$ cat src/verilog/hc_pkg.sv
// Loopback shared definitions

package hc_pkg;

  //////////////////////////////////////////////////
  // data and buffer sizes
  //////////////////////////////////////////////////

  localparam int WORD_BITS = 32;
  localparam int BUF_DEPTH = 256;
  localparam int ADDR_BITS = 8;
  localparam int SIZE_BITS = 9;    // holds a size of up to BUF_DEPTH

  typedef logic [WORD_BITS-1:0] t_word;

  //////////////////////////////////////////////////
  // FIFO sizing and refill policy
  //////////////////////////////////////////////////

  localparam int FIFO_DEPTH       = 16;
  localparam int FIFO_PTR_BITS    = $clog2(FIFO_DEPTH);
  localparam int PRIME_BURST      = 16;   // one full FIFO worth
  localparam int REFILL_BURST     = 8;
  localparam int REFILL_THRESHOLD = 8;

  typedef enum logic [1:0] {
    ST_START,
    ST_READ,
    ST_FINISH
  } t_loopback_state;

endpackage : hc_pkg

$ cat src/verilog/loopback.sv
// Loopback controller

module loopback (
  input  logic                         clk,
  input  logic                         reset,
  input  logic                         start,
  input  logic [hc_pkg::SIZE_BITS-1:0] src_size,
  input  logic                         rd_valid,
  input  hc_pkg::t_word                rd_data,
  input  logic                         fifo_full,
  input  logic                         fifo_empty,
  input  hc_pkg::t_word                fifo_deq_data,
  input  logic                         wr_stall,
  output logic                         finish,
  output logic                         rd_req,
  output logic [hc_pkg::SIZE_BITS-1:0] rd_len,
  output logic                         fifo_enq_en,
  output hc_pkg::t_word                fifo_enq_data,
  output logic                         fifo_deq_en,
  output logic                         wr_en,
  output hc_pkg::t_word                wr_data
);

  hc_pkg::t_loopback_state state;

  logic [hc_pkg::SIZE_BITS-1:0] count_read;
  logic [hc_pkg::SIZE_BITS-1:0] count_write;
  logic [hc_pkg::SIZE_BITS-1:0] outstanding;

  // words requested but not yet written, wherever they are in the pipe
  assign outstanding = count_read - count_write;

  //////////////////////////////////////////////////
  // read request FSM
  //////////////////////////////////////////////////

  always_ff @(posedge clk or posedge reset) begin
    if (reset) begin
      state      <= hc_pkg::ST_START;
      count_read <= '0;
      rd_req     <= 1'b0;
      rd_len     <= '0;
    end else begin
      rd_req <= 1'b0;
      case (state)
        hc_pkg::ST_START: begin
          if (start) begin
            rd_req     <= 1'b1;
            rd_len     <= (hc_pkg::SIZE_BITS)'(hc_pkg::PRIME_BURST);
            count_read <= count_read + (hc_pkg::SIZE_BITS)'(hc_pkg::PRIME_BURST);
            state      <= hc_pkg::ST_READ;
          end
        end
        hc_pkg::ST_READ: begin
          if (count_read == src_size) begin
            state <= hc_pkg::ST_FINISH;    // all words requested
          end else if (outstanding < (hc_pkg::SIZE_BITS)'(hc_pkg::REFILL_THRESHOLD)) begin
            rd_req     <= 1'b1;
            rd_len     <= (hc_pkg::SIZE_BITS)'(hc_pkg::REFILL_BURST);
            count_read <= count_read + (hc_pkg::SIZE_BITS)'(hc_pkg::REFILL_BURST);
          end
        end
        default: state <= hc_pkg::ST_FINISH;
      endcase
    end
  end

  //////////////////////////////////////////////////
  // response into the FIFO, head out to the writer
  //////////////////////////////////////////////////

  always_ff @(posedge clk or posedge reset) begin
    if (reset) begin
      fifo_enq_en <= 1'b0;
      wr_en       <= 1'b0;
      count_write <= '0;
    end else begin
      fifo_enq_en <= rd_valid;
      wr_en       <= fifo_deq_en;
      if (wr_en) begin
        count_write <= count_write + 1'b1;
      end
    end
  end

  always_ff @(posedge clk) begin
    fifo_enq_data <= rd_data;
    wr_data       <= fifo_deq_data;
  end

  assign fifo_deq_en = !fifo_empty && !wr_stall;
  assign finish      = (state == hc_pkg::ST_FINISH) && (count_write == src_size);

  a_read_bound : assert property (@(posedge clk) disable iff (reset)
    count_read <= src_size)
    else $error("loopback: requested more words than src_size");

  // a full FIFO means every outstanding word is sitting in it
  a_full_matches_count : assert property (@(posedge clk) disable iff (reset)
    fifo_full |-> (outstanding == (hc_pkg::SIZE_BITS)'(hc_pkg::FIFO_DEPTH)))
    else $error("loopback: FIFO full does not match the outstanding count");

endmodule : loopback

$ cat config.mk
export PLATFORM = sky130hd
export DESIGN_NAME = loopback
export DESIGN_NICKNAME = d
export VERILOG_FILES = /design/src/verilog/hc_pkg.sv /design/src/verilog/loopback.sv
export SDC_FILE = /design/constraint.sdc
export NUM_CORES = 1
export LEC_CHECK = 0
export BUFFER_PORTS_ARGS = -buffer_cell sky130_fd_sc_hd__buf_2
export CAP_MARGIN = 25
export CORE_MARGIN = 4
export CORE_UTILIZATION = 40
export DETAILED_ROUTE_END_ITERATION = 10
export GPL_TIMING_DRIVEN = 1
export HOLD_SLACK_MARGIN = 0.1
export PLACE_DENSITY_LB_ADDON = 0.05
export SYNTH_ARGS = -nofsm -noshare
export SYNTH_HDL_FRONTEND = slang
export SYNTH_SLANG_ARGS = --single-unit
$ cat constraint.sdc
create_clock -name clk -period 4.88 [get_ports clk]
set_input_delay 0.976 -clock clk [delete_from_list [all_inputs] [get_ports clk]]
set_output_delay 0.976 -clock clk [all_outputs]
set_load 0.03 [all_outputs]
==> results.yml <==
critical_path:
  slowest_delay_ns: 0.23
  start_kind: "input port"
  crit_top_cell: "buf_2"
  path_class: "in -> out"
  endpoint_kind: "output pin"
  worstPathArrival_ns: 1.79
  path_max_fanout: 2
  cpMaxStageDelayCell: "buf_2"
  crit_chain: "buf_2, xnor2_1, nand4_1, nor3_1, buf_2"
  worstPathRequired_ns: 3.90
  r2r_cells: 7
route:
  viasPerCell: 4.44
  route.detailed.drc: 0
  wire_per_inst_um: 14.3
  route.antenna.remaining_nets: 0
  drt_iter0_markers: 56
  vias: 2202
  dr.pass1.iters: 4
  routed_wl_um: 7090
synth:
  synth.most_common_cell: "dfxtp_1"
  synthArstFlopShare_pct: 25.6
  syn_area_um2: 2880
  yosys-top-cells-area: "dfxtp_1 (45%), dfrtp_1 (19%), xnor2_1 (5.8%)"
  synth_edf_count: 0
  synth-xor-area-share_pct: 8.48
  synth-simple-area-share_pct: 10.9
  avgSynthCellArea_um2: 12.0
  ys_seq_area_share_pct: 63.7
  muxShareOfSynthArea_pct: 1.39
  synth_compound_area_share_pct: 7.48
  synthTopCellsByCount: "dfxtp_1 (64), dfrtp_1 (22), xnor2_1 (19), nand2_1 (15), inv_1 (11)"
  yosys_most_used_dff: "dfxtp_1"
  synth_top_cell_area_share_pct: 44.5
  yosysTopAreaCell: "dfxtp_1"
  yosysWarnings: 0
  ys_types: 44
  synth_top_family_by_area: "simple AND/OR/NAND/NOR gates"
  ys_ff_latch: 86
  synth_cells: 240
  synth_fa_ha_area_share_pct: 3.91
clock_tree:
  root_buffer: "clkbuf_8"
  clk_pin_slew_ns: 0.08
  numCtsBuffers: 9
  cts_setup_buffers: 0
  cts_tree: "done"
  clk-insertion-delay-late_ns: 0.34
  cts-hold-fix-buffers: 0
  cts_max_level: 3
  clk_path_buf_depth: 2
  cts_resized: 0
  clock-sinks: 86
grt:
  grt_first_pass_wirelength_um: 11200
  grt_pass1_vias: 2288
  overflow: 0
  grt_max_degree: 23
  track_usage_pct: 17.2
  antenna_found_initial: 0
sta:
  min_period_over_period_pct: 56.6
  fin_worst_skew_ns: 0.0122
  drv_slew: 0
  finalHoldViolations: 0
  max_freq_mhz: 362
  worst_slack_ns: 2.12
  max_slew_margin_pct: 39.9
  period_minus_slack_ns: 2.76
  tns_ns: 0
  worst_slew_pin_slew_ns: 0.901
  setup_viol: 0
  rsz0062_at_grt: "false"
  whs_ns: 0.486
finish:
  antenna_cells: 0
  nets: 484
  post-route-util_pct: 56.7
  syn_to_final_growth_pct: 36.0
  drive_gt1_share_pct: 42.3
power_and_ir_drop:
  total_power_mw: 1.60
  p_leak_nw: 1.90
  vdd_drop_max_mv: 0.397
  p_per_area_nw_per_um2: 410
place:
  dp_hpwl_um: 5710
  gp_congestion: 0.761
  preCtsSetupSlack_ns: 1.91
  port-buffer-count: 149
floorplan:
  die_x_um: 92.8
  die_y_um: 92.8
  ioPinCount: 158
  dieArea_um2: 8620
  rows: 30
  core_area_um2: 6910
  start_util_pct: 41.7
flow_run:
  maxCapViolCount: 0
hold_path:
  hold_path.class: "reg -> reg"
  hold-path-cell-count: 2
status:
  status: "finished clean"
[worst max-delay path, delay by kind of cell]
| kind | cells | cell delay, ns |
|---|---|---|
| XOR/XNOR | 1 | 0.17 |
| AND/OR/NAND/NOR | 2 | 0.30 |
| buffers and inverters | 2 | 0.34 |
[final cells by class]
class	count	area [um2]
clock buffers	11	163
clock inverters	5	61.3
fillers	630	2990
inverters	11	41.3
multi-input cells	138	952
flip-flops and latches	86	1830
well taps	96	120
repair buffers	149	746
[where the power goes]
group	total, mW	internal, mW	switching (mW)
combinational	0.269	0.112	0.157
clock	0.538	0.287	0.252
sequential	0.797	0.754	0.0422
total	1.60	1.15	0.450
[sequential cells by signal (all words and copies together), names as in the netlist]
name           flops
fifo_enq_data     32
wr_en              1
fifo_enq_en        1
count_read         6
rd_req             1
wr_data           32
count_write        9
rd_len             2
state              2
[through the flow]
step / cells / cell area, um2
after floorplan: 246 / 2900
after global placement: 480 / 3690
after detailed placement: 480 / 3690
after CTS: 496 / 3920
after global routing: 496 / 3920
final: 496 / 3920
[kinds of logic (layout without fill, tap and decap cells)]
logic type      after synthesis  in the layout
compound gates               30             30
xor+xnor                     27             27
fa+ha+maj                     9              9
buf+inv                      22            176
flops                        86             86
mux                           4              4
other cells                   1              7
simple gates                 61             61
[metal layers]
| layer | global-route usage, % | up-vias | share of wire [%] |
|---|---|---|---|
| met5 | 0 | - | 0 |
| met4 | 6.59 | 0 | 0.90 |
| met3 | 8.53 | 4 | 11 |
| met2 | 29.2 | 96 | 50 |
| met1 | 18.2 | 992 | 38 |
| li1 | - | 1110 | - |
[placed cells by master, fill, tap and decap left out, types with 4 or more instances in the layout]
cell type  instances
buf_2            149
dfxtp_1           64
dfrtp_1           22
xnor2_1           19
nand2_1           15
inv_1             11
nor2_1            10
clkbuf_8          10
ha_1               9
nand4_1            8
xor2_1             7
conb_1             7
nor3_1             5
o21ai_0            4
mux2i_1            4
a21oi_1            4
o21a_1             4
nor4_1             4
nand3_1            4
[worst paths after layout]
check                                  to  slack, ns     startpoint
max in group asynchronous  count_write[7]       3.50          reset
min reg2reg                     rd_len[3]       0.49      rd_len[3]
max                                finish       2.12    src_size[0]
max reg2reg                 count_read[3]       2.26  count_read[4]
min                             rd_len[3]       0.49      rd_len[3]
min in group asynchronous           wr_en       0.81          reset
Note: power is estimated with default switching activity, not from simulation.
