File: src/verilog/hc_pkg.sv
// Loopback shared definitions

package hc_pkg;

  //////////////////////////////////////////////////
  // data and buffer sizes
  //////////////////////////////////////////////////

  localparam int WORD_BITS = 32;
  localparam int BUF_DEPTH = 256;
  localparam int ADDR_BITS = 8;
  localparam int SIZE_BITS = 9;    // holds a size of up to BUF_DEPTH

  typedef logic [WORD_BITS-1:0] t_word;

  //////////////////////////////////////////////////
  // FIFO sizing and refill policy
  //////////////////////////////////////////////////

  localparam int FIFO_DEPTH       = 16;
  localparam int FIFO_PTR_BITS    = $clog2(FIFO_DEPTH);
  localparam int PRIME_BURST      = 16;   // one full FIFO worth
  localparam int REFILL_BURST     = 8;
  localparam int REFILL_THRESHOLD = 8;

  typedef enum logic [1:0] {
    ST_START,
    ST_READ,
    ST_FINISH
  } t_loopback_state;

endpackage : hc_pkg

File: src/verilog/loopback_fifo.sv
// Loopback word FIFO

module loopback_fifo (
  input  logic         clk,
  input  logic         reset,
  input  logic         enq_en,
  input  hc_pkg::t_word enq_data,
  input  logic         deq_en,
  output hc_pkg::t_word deq_data,
  output logic         full,
  output logic         empty
);

  hc_pkg::t_word mem [hc_pkg::FIFO_DEPTH];

  logic [hc_pkg::FIFO_PTR_BITS-1:0] wr_ptr;
  logic [hc_pkg::FIFO_PTR_BITS-1:0] rd_ptr;
  logic [hc_pkg::FIFO_PTR_BITS:0]   count;

  // head word is visible without a read cycle
  assign deq_data = mem[rd_ptr];
  assign full     = (count == (hc_pkg::FIFO_PTR_BITS + 1)'(hc_pkg::FIFO_DEPTH));
  assign empty    = (count == '0);

  always_ff @(posedge clk) begin
    if (enq_en) begin
      mem[wr_ptr] <= enq_data;
    end
  end

  always_ff @(posedge clk or posedge reset) begin
    if (reset) begin
      wr_ptr <= '0;
      rd_ptr <= '0;
      count  <= '0;
    end else begin
      if (enq_en) begin
        wr_ptr <= wr_ptr + 1'b1;    // depth is a power of two so pointers wrap freely
      end
      if (deq_en) begin
        rd_ptr <= rd_ptr + 1'b1;
      end
      case ({enq_en, deq_en})
        2'b10:   count <= count + 1'b1;
        2'b01:   count <= count - 1'b1;
        default: count <= count;
      endcase
    end
  end

  a_no_overflow : assert property (@(posedge clk) disable iff (reset)
    enq_en |-> !full)
    else $error("loopback_fifo: enqueue while full");

  a_no_underflow : assert property (@(posedge clk) disable iff (reset)
    deq_en |-> !empty)
    else $error("loopback_fifo: dequeue while empty");

endmodule : loopback_fifo

File: config.mk
export PLATFORM = sky130hd
export DESIGN_NAME = loopback_fifo
export DESIGN_NICKNAME = d
export VERILOG_FILES = /design/src/verilog/hc_pkg.sv /design/src/verilog/loopback_fifo.sv
export SDC_FILE = /design/constraint.sdc
export NUM_CORES = 1
export LEC_CHECK = 0
export ABC_AREA = 1
export BUFFER_PORTS_ARGS = -buffer_cell sky130_fd_sc_hd__buf_2
export CAP_MARGIN = 10
export CORE_UTILIZATION = 55
export CTS_BUF_LIST = sky130_fd_sc_hd__clkbuf_8
export CTS_CLUSTER_SIZE = 20
export DETAILED_ROUTE_END_ITERATION = 10
export GPL_ROUTABILITY_DRIVEN = 0
export MAX_ROUTING_LAYER = met4
export PLACE_DENSITY = 0.75
export SLEW_MARGIN = 20
export SYNTH_ARGS = -nofsm -noshare
export SYNTH_HDL_FRONTEND = slang
export SYNTH_SLANG_ARGS = --single-unit
File: constraint.sdc
create_clock -name clk -period 2.3 [get_ports clk]
set_input_delay 0 -clock clk [delete_from_list [all_inputs] [get_ports clk]]
set_output_delay 0 -clock clk [all_outputs]
set_load 0.01 [all_outputs]
==> results.cfg, run 1 <==
[cells_and_area]
fill_cells = 2705
area_growth_pct = 16.89
n_antenna_cell = 0
drive_gt1_frac = 0.1791
design_area_um2 = 25240
final_nets = 1929

[clock_network]
clk_path_buf_depth = 3
htreeDepth = 3
cts_buffers = 83
cts-root-buf = clkbuf_8
clock_latency_ns = 0.65
clkTransAtPathRegs_ns = 0.06
cts_sinks = 525
cts_tree = yes

[detailed_routing]
firstDrtPassIters = 5
wl_per_cell_um = 21.88
route.antenna.remaining_nets = 0
via_count = 14260
wl_um = 53990
drc = 0
vias_per_cell = 5.782
first_iter_violations = 1366

[sta]
hold_ws_ns = 0.2189
max_freq_ghz = 0.4265
final_hold_viol_count = 0
setup_tns_ns = -0.1096
finalSetupViolations = 5
post-route-period-util = 1.019
rsz0062_at_grt = yes
fin_crit_ns = 2.345
worstMarginPinSlew_ns = 0.6179
slew_violations = 0
finalWorstSetupSlack_ns = -0.04463
skew_ns = 0.02685
relSlewSlack = 0.5855

[synthesis]
yosys-top-cells-count = 512 x edfxtp_1, 322 x nor2_1, 198 x nand3_1
synth_area_leaders = edfxtp_1 71%, nor2_1 5.6%, nand3_1 4.6%, o211ai_1 3.0%, o21ai_1 2.6%
yosysTopAreaCell = edfxtp_1
synthesis.area_um2 = 21590
synthArstFlopShare = 0.02476
ys_seq_elements = 525
yosysTopAreaCellShare = 0.7121
yosysWarnings = 0
synth_nets = 1772
yosysMostFrequentCell = edfxtp_1
ys.flop_type = edfxtp_1
ys_seq_area_frac = 0.7272
syn_area_per_cell_um2 = 12.50
synth_edf_count = 512
synth.distinct_cells = 26
synthesis.instances = 1727

[grt]
antenna_found_initial = 0
grt_pass1_vias = 13880
grt_pass1_wl_um = 81250
track_usage = 0.2777
gr-total-overflow = 0
grt_max_degree = 67

[critical_path]
crit_required_ns = 2.30
crit_path_end_kind = primary output
arrival_ns = 2.34
r2r_start = wr_ptr[0]$_DFFE_PP0P_
cp-start-kind = flop
worst-path-max-fanout = 8
worstSetupStartpoint = rd_ptr[0]$_DFFE_PP0P_
path_class = flop to primary output

[placed_design]
post_dp_cell_area_um2 = 22590
dpl.hpwl_um = 26110
port_buffers = 69

[die]
top_level_ports = 70
fp.coreArea_um2 = 38650
row_count = 72
start_util = 0.5586
fp.dieH_um = 200.1
die-area_um2 = 40050
fp.dieW_um = 200.1

[min_path]
min_from = enq_en
hold_path_class = primary input to flop

[power]
ir_drop_uv = 640.8
powerDensity_nw_per_um2 = 1271
p_leak_nw = 9.128

[run_status]
status = finished with violations
violations = negative setup slack

[job]
cap_viol_max_count = 0
==> worst paths after layout <==
kind                                    endpoint  slack, ns  cells past startpoint
setup / recovery                    deq_data[17]      -0.04                     10
hold / removal             wr_ptr[0]$_DFFE_PP0P_       0.22                      3
setup reg to reg           mem[14][18]$_DFFE_PP_       0.37                      5
hold reg to reg             count[3]$_DFFE_PP0P_       0.52                      2
max in group asynchronous  rd_ptr[0]$_DFFE_PP0P_       1.33                      4
min in group asynchronous  wr_ptr[0]$_DFFE_PP0P_       0.51                      4
==> cells by family (layout without fill, tap and decap cells) <==
kind of cell	Yosys count	count (layout)	synth area share
compound gates	270	270	0.07256
xor+xnor	8	8	0.003246
fa+ha+maj	9	9	0.005216
buf+inv	219	441	0.05575
flops	525	525	0.7272
simple gates	696	696	0.1360
==> registers in the layout, summed over array words and instances, names as in the netlist <==
| signal | count |
|---|---|
| wr_ptr | 4 |
| count | 5 |
| mem | 512 |
| rd_ptr | 4 |
==> routing by layer <==
layer | wire length [um] | vias up | global-route usage | part of all wire
met4 | 1799 | 0 | 0.1140 | 0.033
met2 | 26350 | 788 | 0.4380 | 0.49
li1 | - | 6470 | - | -
met3 | 4683 | 142 | 0.04523 | 0.087
met5 | 0 | - | - | 0
met1 | 21150 | 6863 | 0.3613 | 0.39
==> layout by cell type (no fill, tap or decap), types with 4 or more instances in the layout <==
cell / count
clkinv_1: 17
nand2_2: 10
xor2_1: 7
nor2_4: 23
inv_1: 141
nand2_1: 136
dfrtp_1: 9
o21ai_0: 44
buf_16: 13
nor2_1: 277
clkbuf_8: 87
buf_6: 5
o21ai_2: 5
dlygate4sd3_1: 36
o211ai_1: 85
a21oi_1: 8
nand3_2: 11
buf_4: 31
edfxtp_1: 512
ha_1: 9
clkinv_2: 9
buf_12: 19
nand3_1: 187
buf_2: 66
o21ai_1: 127
bufbuf_16: 4
nor2_2: 49
==> what timing repair did <==
item / CTS / global route
hold buffers: 36 / 0
endpoints found under the setup margin: 32 / 32
resized for setup: 45 / 71
pin swaps: 6 / 30
cloned: 12 / 2
endpoints found under the hold margin: 537 / 0
setup buffers: 9 / 2
==> worst max-delay path, cell delays in order, from the launching register on <==
cell and delay (ns):
dfrtp_4 0.50, buf_12 0.19, buf_12 0.16, buf_16 0.16
nor2_4 0.10, nor2_1 0.05, o21ai_1 0.10, nand3_1 0.12
nand3_2 0.09, nand2_2 0.07, buf_2 0.13
==> through the flow <==
step / setup WS [ns] / util / std cells / power [W]
after floorplan: -0.2329 / - / 1727 / 0.01961
after global placement: 0.4632 / 0.5844 / 2259 / 0.02257
after detailed placement: 0.4389 / 0.5844 / 2259 / 0.02280
after CTS: -0.02824 / 0.6480 / 2466 / 0.03164
after global routing: -0.1289 / 0.6530 / 2467 / 0.03363
final: -0.04463 / 0.6530 / 2467 / 0.03208
==> area by class of cell <==
cell class / instances / area [um^2] / share of cell area
flip-flops and latches: 525 / 15710 / 0.6224
multi-input cells: 983 / 5012 / 0.1986
repair buffers: 177 / 1913 / 0.07581
clock buffers: 87 / 1197 / 0.04745
well taps: 518 / 648.1 / 0.02568
inverters: 113 / 445.4 / 0.01765
clock inverters: 63 / 295.3 / 0.01170
repair inverters: 1 / 16.27 / 0.0006446
==> report_power, final <==
part | leakage (nW) | total, W | switching, W | internal (W)
combinational | 3.47 | 0.0130 | 0.00824 | 0.00475
sequential | 4.78 | 0.0119 | 0.000314 | 0.0115
clock | 0.880 | 0.00723 | 0.00361 | 0.00362
No activity file was read; power rests on OpenSTA's default activity.
==> inputs of run 2 (changes only) <==
Settings changed: ABC_AREA 1 to 0, SKIP_CTS_REPAIR_TIMING from default to 1.
==> run 2 against run 1 <==
Compared with the run above:
- the flow finishes with violations (design-rule violations, negative setup slack)
- clock power decreased by 1%
- cell count decreased by 34%
- final area decreased by 5.5%
- critical path depth decreased by 3
- worst hold slack got worse by 0.024 ns
- critical path type unchanged
- largest cell class unchanged
- sequential cell count unchanged
- area after synthesis decreased by 7.4%
==> results.cfg, run 2 <==
[detailed_routing]
wl_um = 43100
firstDrtPassIters = 8
via_count = 9793
first_iter_violations = 943
wl_per_cell_um = 26.64
drc = 12
route.antenna.remaining_nets = 0
vias_per_cell = 6.053

[critical_path]
crit_path_end_kind = primary output
worstSetupStartpoint = rd_ptr[0]$_DFFE_PP0P_
worstPathCellList = buf_12 > buf_12 > buf_4 > mux4_2 > a22oi_1 > nand2_2 > buf_6
path_class = flop to primary output
r2r_start = wr_ptr[2]$_DFFE_PP0P_
arrival_ns = 2.55
reg2reg_slack_ns = 0.44
r2r.worst_path.cells = 3
cp_slowest_cell = dfrtp_4
crit_required_ns = 2.30
cpMostUsedCell = buf_12
slowest_delay_ns = 0.51
cp-start-kind = flop
worst-path-max-fanout = 6

[min_path]
min_from = deq_en
whs_path_depth = 3
hold_path_class = primary input to flop

[sta]
skew_ns = 0.01899
post-route-period-util = 1.109
relSlewSlack = 0.6075
setup_tns_ns = -4.559
finalWorstSetupSlack_ns = -0.2506
slew_violations = 0
rsz0062_at_grt = yes
fin_crit_ns = 2.551
finalSetupViolations = 32
final_hold_viol_count = 0
worstMarginPinSlew_ns = 0.5876
max_freq_ghz = 0.3921

[run_status]
status = finished with violations
violations = design-rule violations, negative setup slack

[cells_and_area]
regMostFlops = mem
largest_register_ffs = 512
top_regs = mem (512), count (5)
multiInputGateArea_um2 = 4194
drive_gt1_frac = 0.3633
fin_util = 0.6689
mostFrequentLayoutCells = 512 x edfxtp_1, 128 x mux4_2, 83 x clkbuf_8, 67 x buf_2, 41 x a22oi_1
ff_latch_area_um2 = 15710
fill_cells = 2165
final_common_cell = edfxtp_1
final_nets = 1138
area_growth_pct = 19.27

[power]
powerDensity_nw_per_um2 = 1210
p_leak_nw = 8.014
ir_drop_uv = 788.5

[clock_network]
cts_buffers = 80
cts_tree = yes
clkTransAtPathRegs_ns = 0.06
clk_path_buf_depth = 3
cts-root-buf = clkbuf_8
htreeDepth = 3
clock_latency_ns = 0.62
cts_sinks = 525

[grt]
grt_pass1_wl_um = 60900
antenna_found_initial = 1
gr-total-overflow = 0
grt_pass1_vias = 9831
grt_max_degree = 31
track_usage = 0.2410

[synthesis]
syn_area_per_cell_um2 = 22.75
synth_nets = 924
ys_seq_area_frac = 0.7851
ys_seq_elements = 525
yosysWarnings = 0
ys.flop_type = edfxtp_1
yosys-top-cells-count = 512 x edfxtp_1, 128 x mux4_2, 64 x a22oi_1
yosysTopAreaCell = edfxtp_1
synth_area_leaders = edfxtp_1 77%, mux4_2 14%, a22oi_1 2.4%, dfrtp_1 1.6%, nand2_1 0.71%
synthesis.instances = 879
synth_edf_count = 512
yosysMostFrequentCell = edfxtp_1
yosysTopAreaCellShare = 0.7688
synthesis.area_um2 = 20000
synthArstFlopShare = 0.02476
synth.distinct_cells = 35

[placed_design]
port_buffers = 69
place_ws_ns = 0.3071
dpl.hpwl_um = 22640

[die]
fp.coreArea_um2 = 35660
fp.dieH_um = 192.7
fp.dieW_um = 192.7
start_util = 0.5609
die-area_um2 = 37130
row_count = 69
top_level_ports = 70

[job]
cap_viol_max_count = 0
-- run 2: cell count changes after synthesis, sizes merged, moves of 64 or more --
cell    change
buf        -77
nand2     -108
nor2      -343
mux4      +128
inv       -107
a22oi      +64
nand3     -196
o21ai     -173
o211ai     -84
-- run 2: worst paths after layout --
kind                                          to
min                        rd_ptr[0]$_DFFE_PP0P_
max reg2reg                  mem[9][4]$_DFFE_PP_
min in group asynchronous   count[4]$_DFFE_PP0P_
max                                  deq_data[0]
min reg2reg                 count[3]$_DFFE_PP0P_
max in group asynchronous  rd_ptr[1]$_DFFE_PP0P_
-- run 2: area by class of cell --
type                            instances  area share
Clock buffer                           83     0.04789
Timing Repair Buffer                  181     0.07821
Tap cell                              461     0.02418
Sequential cell                       525      0.6586
Inverter                                5   0.0007869
Antenna cell                            1   0.0001049
Multi-Input combinational cell        300      0.1758
Clock inverter                         62     0.01443
-- run 2: kinds of logic (layout without fill, tap and decap cells) --
logic type / count (synthesis) / after routing / share of synthesized area
muxes: 131 / 131 / 0.1458
AOI/OAI and AO/OA: 73 / 73 / 0.02678
DFF: 525 / 525 / 0.7851
xor gates and xnor gates: 11 / 11 / 0.004817
and+or+nand+nor: 76 / 76 / 0.01852
adders and majority gates: 9 / 9 / 0.005631
buffers and inverters: 54 / 331 / 0.01339
other: 0 / 1 / 0
-- run 2: stage by stage --
stage               instance area (um^2)  total power [W]  instances  hold WS [ns]
floorplan                          20000          0.01746        879       -0.1230
global route                       23850          0.03013       1618        0.1912
finish                             23850          0.02885       1618        0.1949
CTS                                22900          0.02773       1552       -0.6130
detailed placement                 21410          0.02059       1407       0.05915
global placement                   21410          0.02042       1407       0.05690
-- run 2: where the power goes --
part,internal [W],leakage (nW),switching (W)
Sequential,0.0115,4.78,0.000392
Combinational,0.00485,2.38,0.00492
Clock,0.00370,0.862,0.00346
-- run 2: per-layer routing --
layer / global-route usage / share of wire / wire length (um)
met4: 0.07329 / 0.026 / 1136
met2: 0.3867 / 0.51 / 22110
met1: 0.3172 / 0.39 / 16670
met5: - / 0 / 0
met3: 0.04401 / 0.074 / 3179
-- run 2: critical path, delay by kind of cell (launching register included) --
kind | cells | cell delay (ns)
buffers and inverters | 4 | 0.58
DFF | 1 | 0.51
muxes | 1 | 0.43
AOI/OAI and AO/OA | 1 | 0.28
and+or+nand+nor | 1 | 0.13
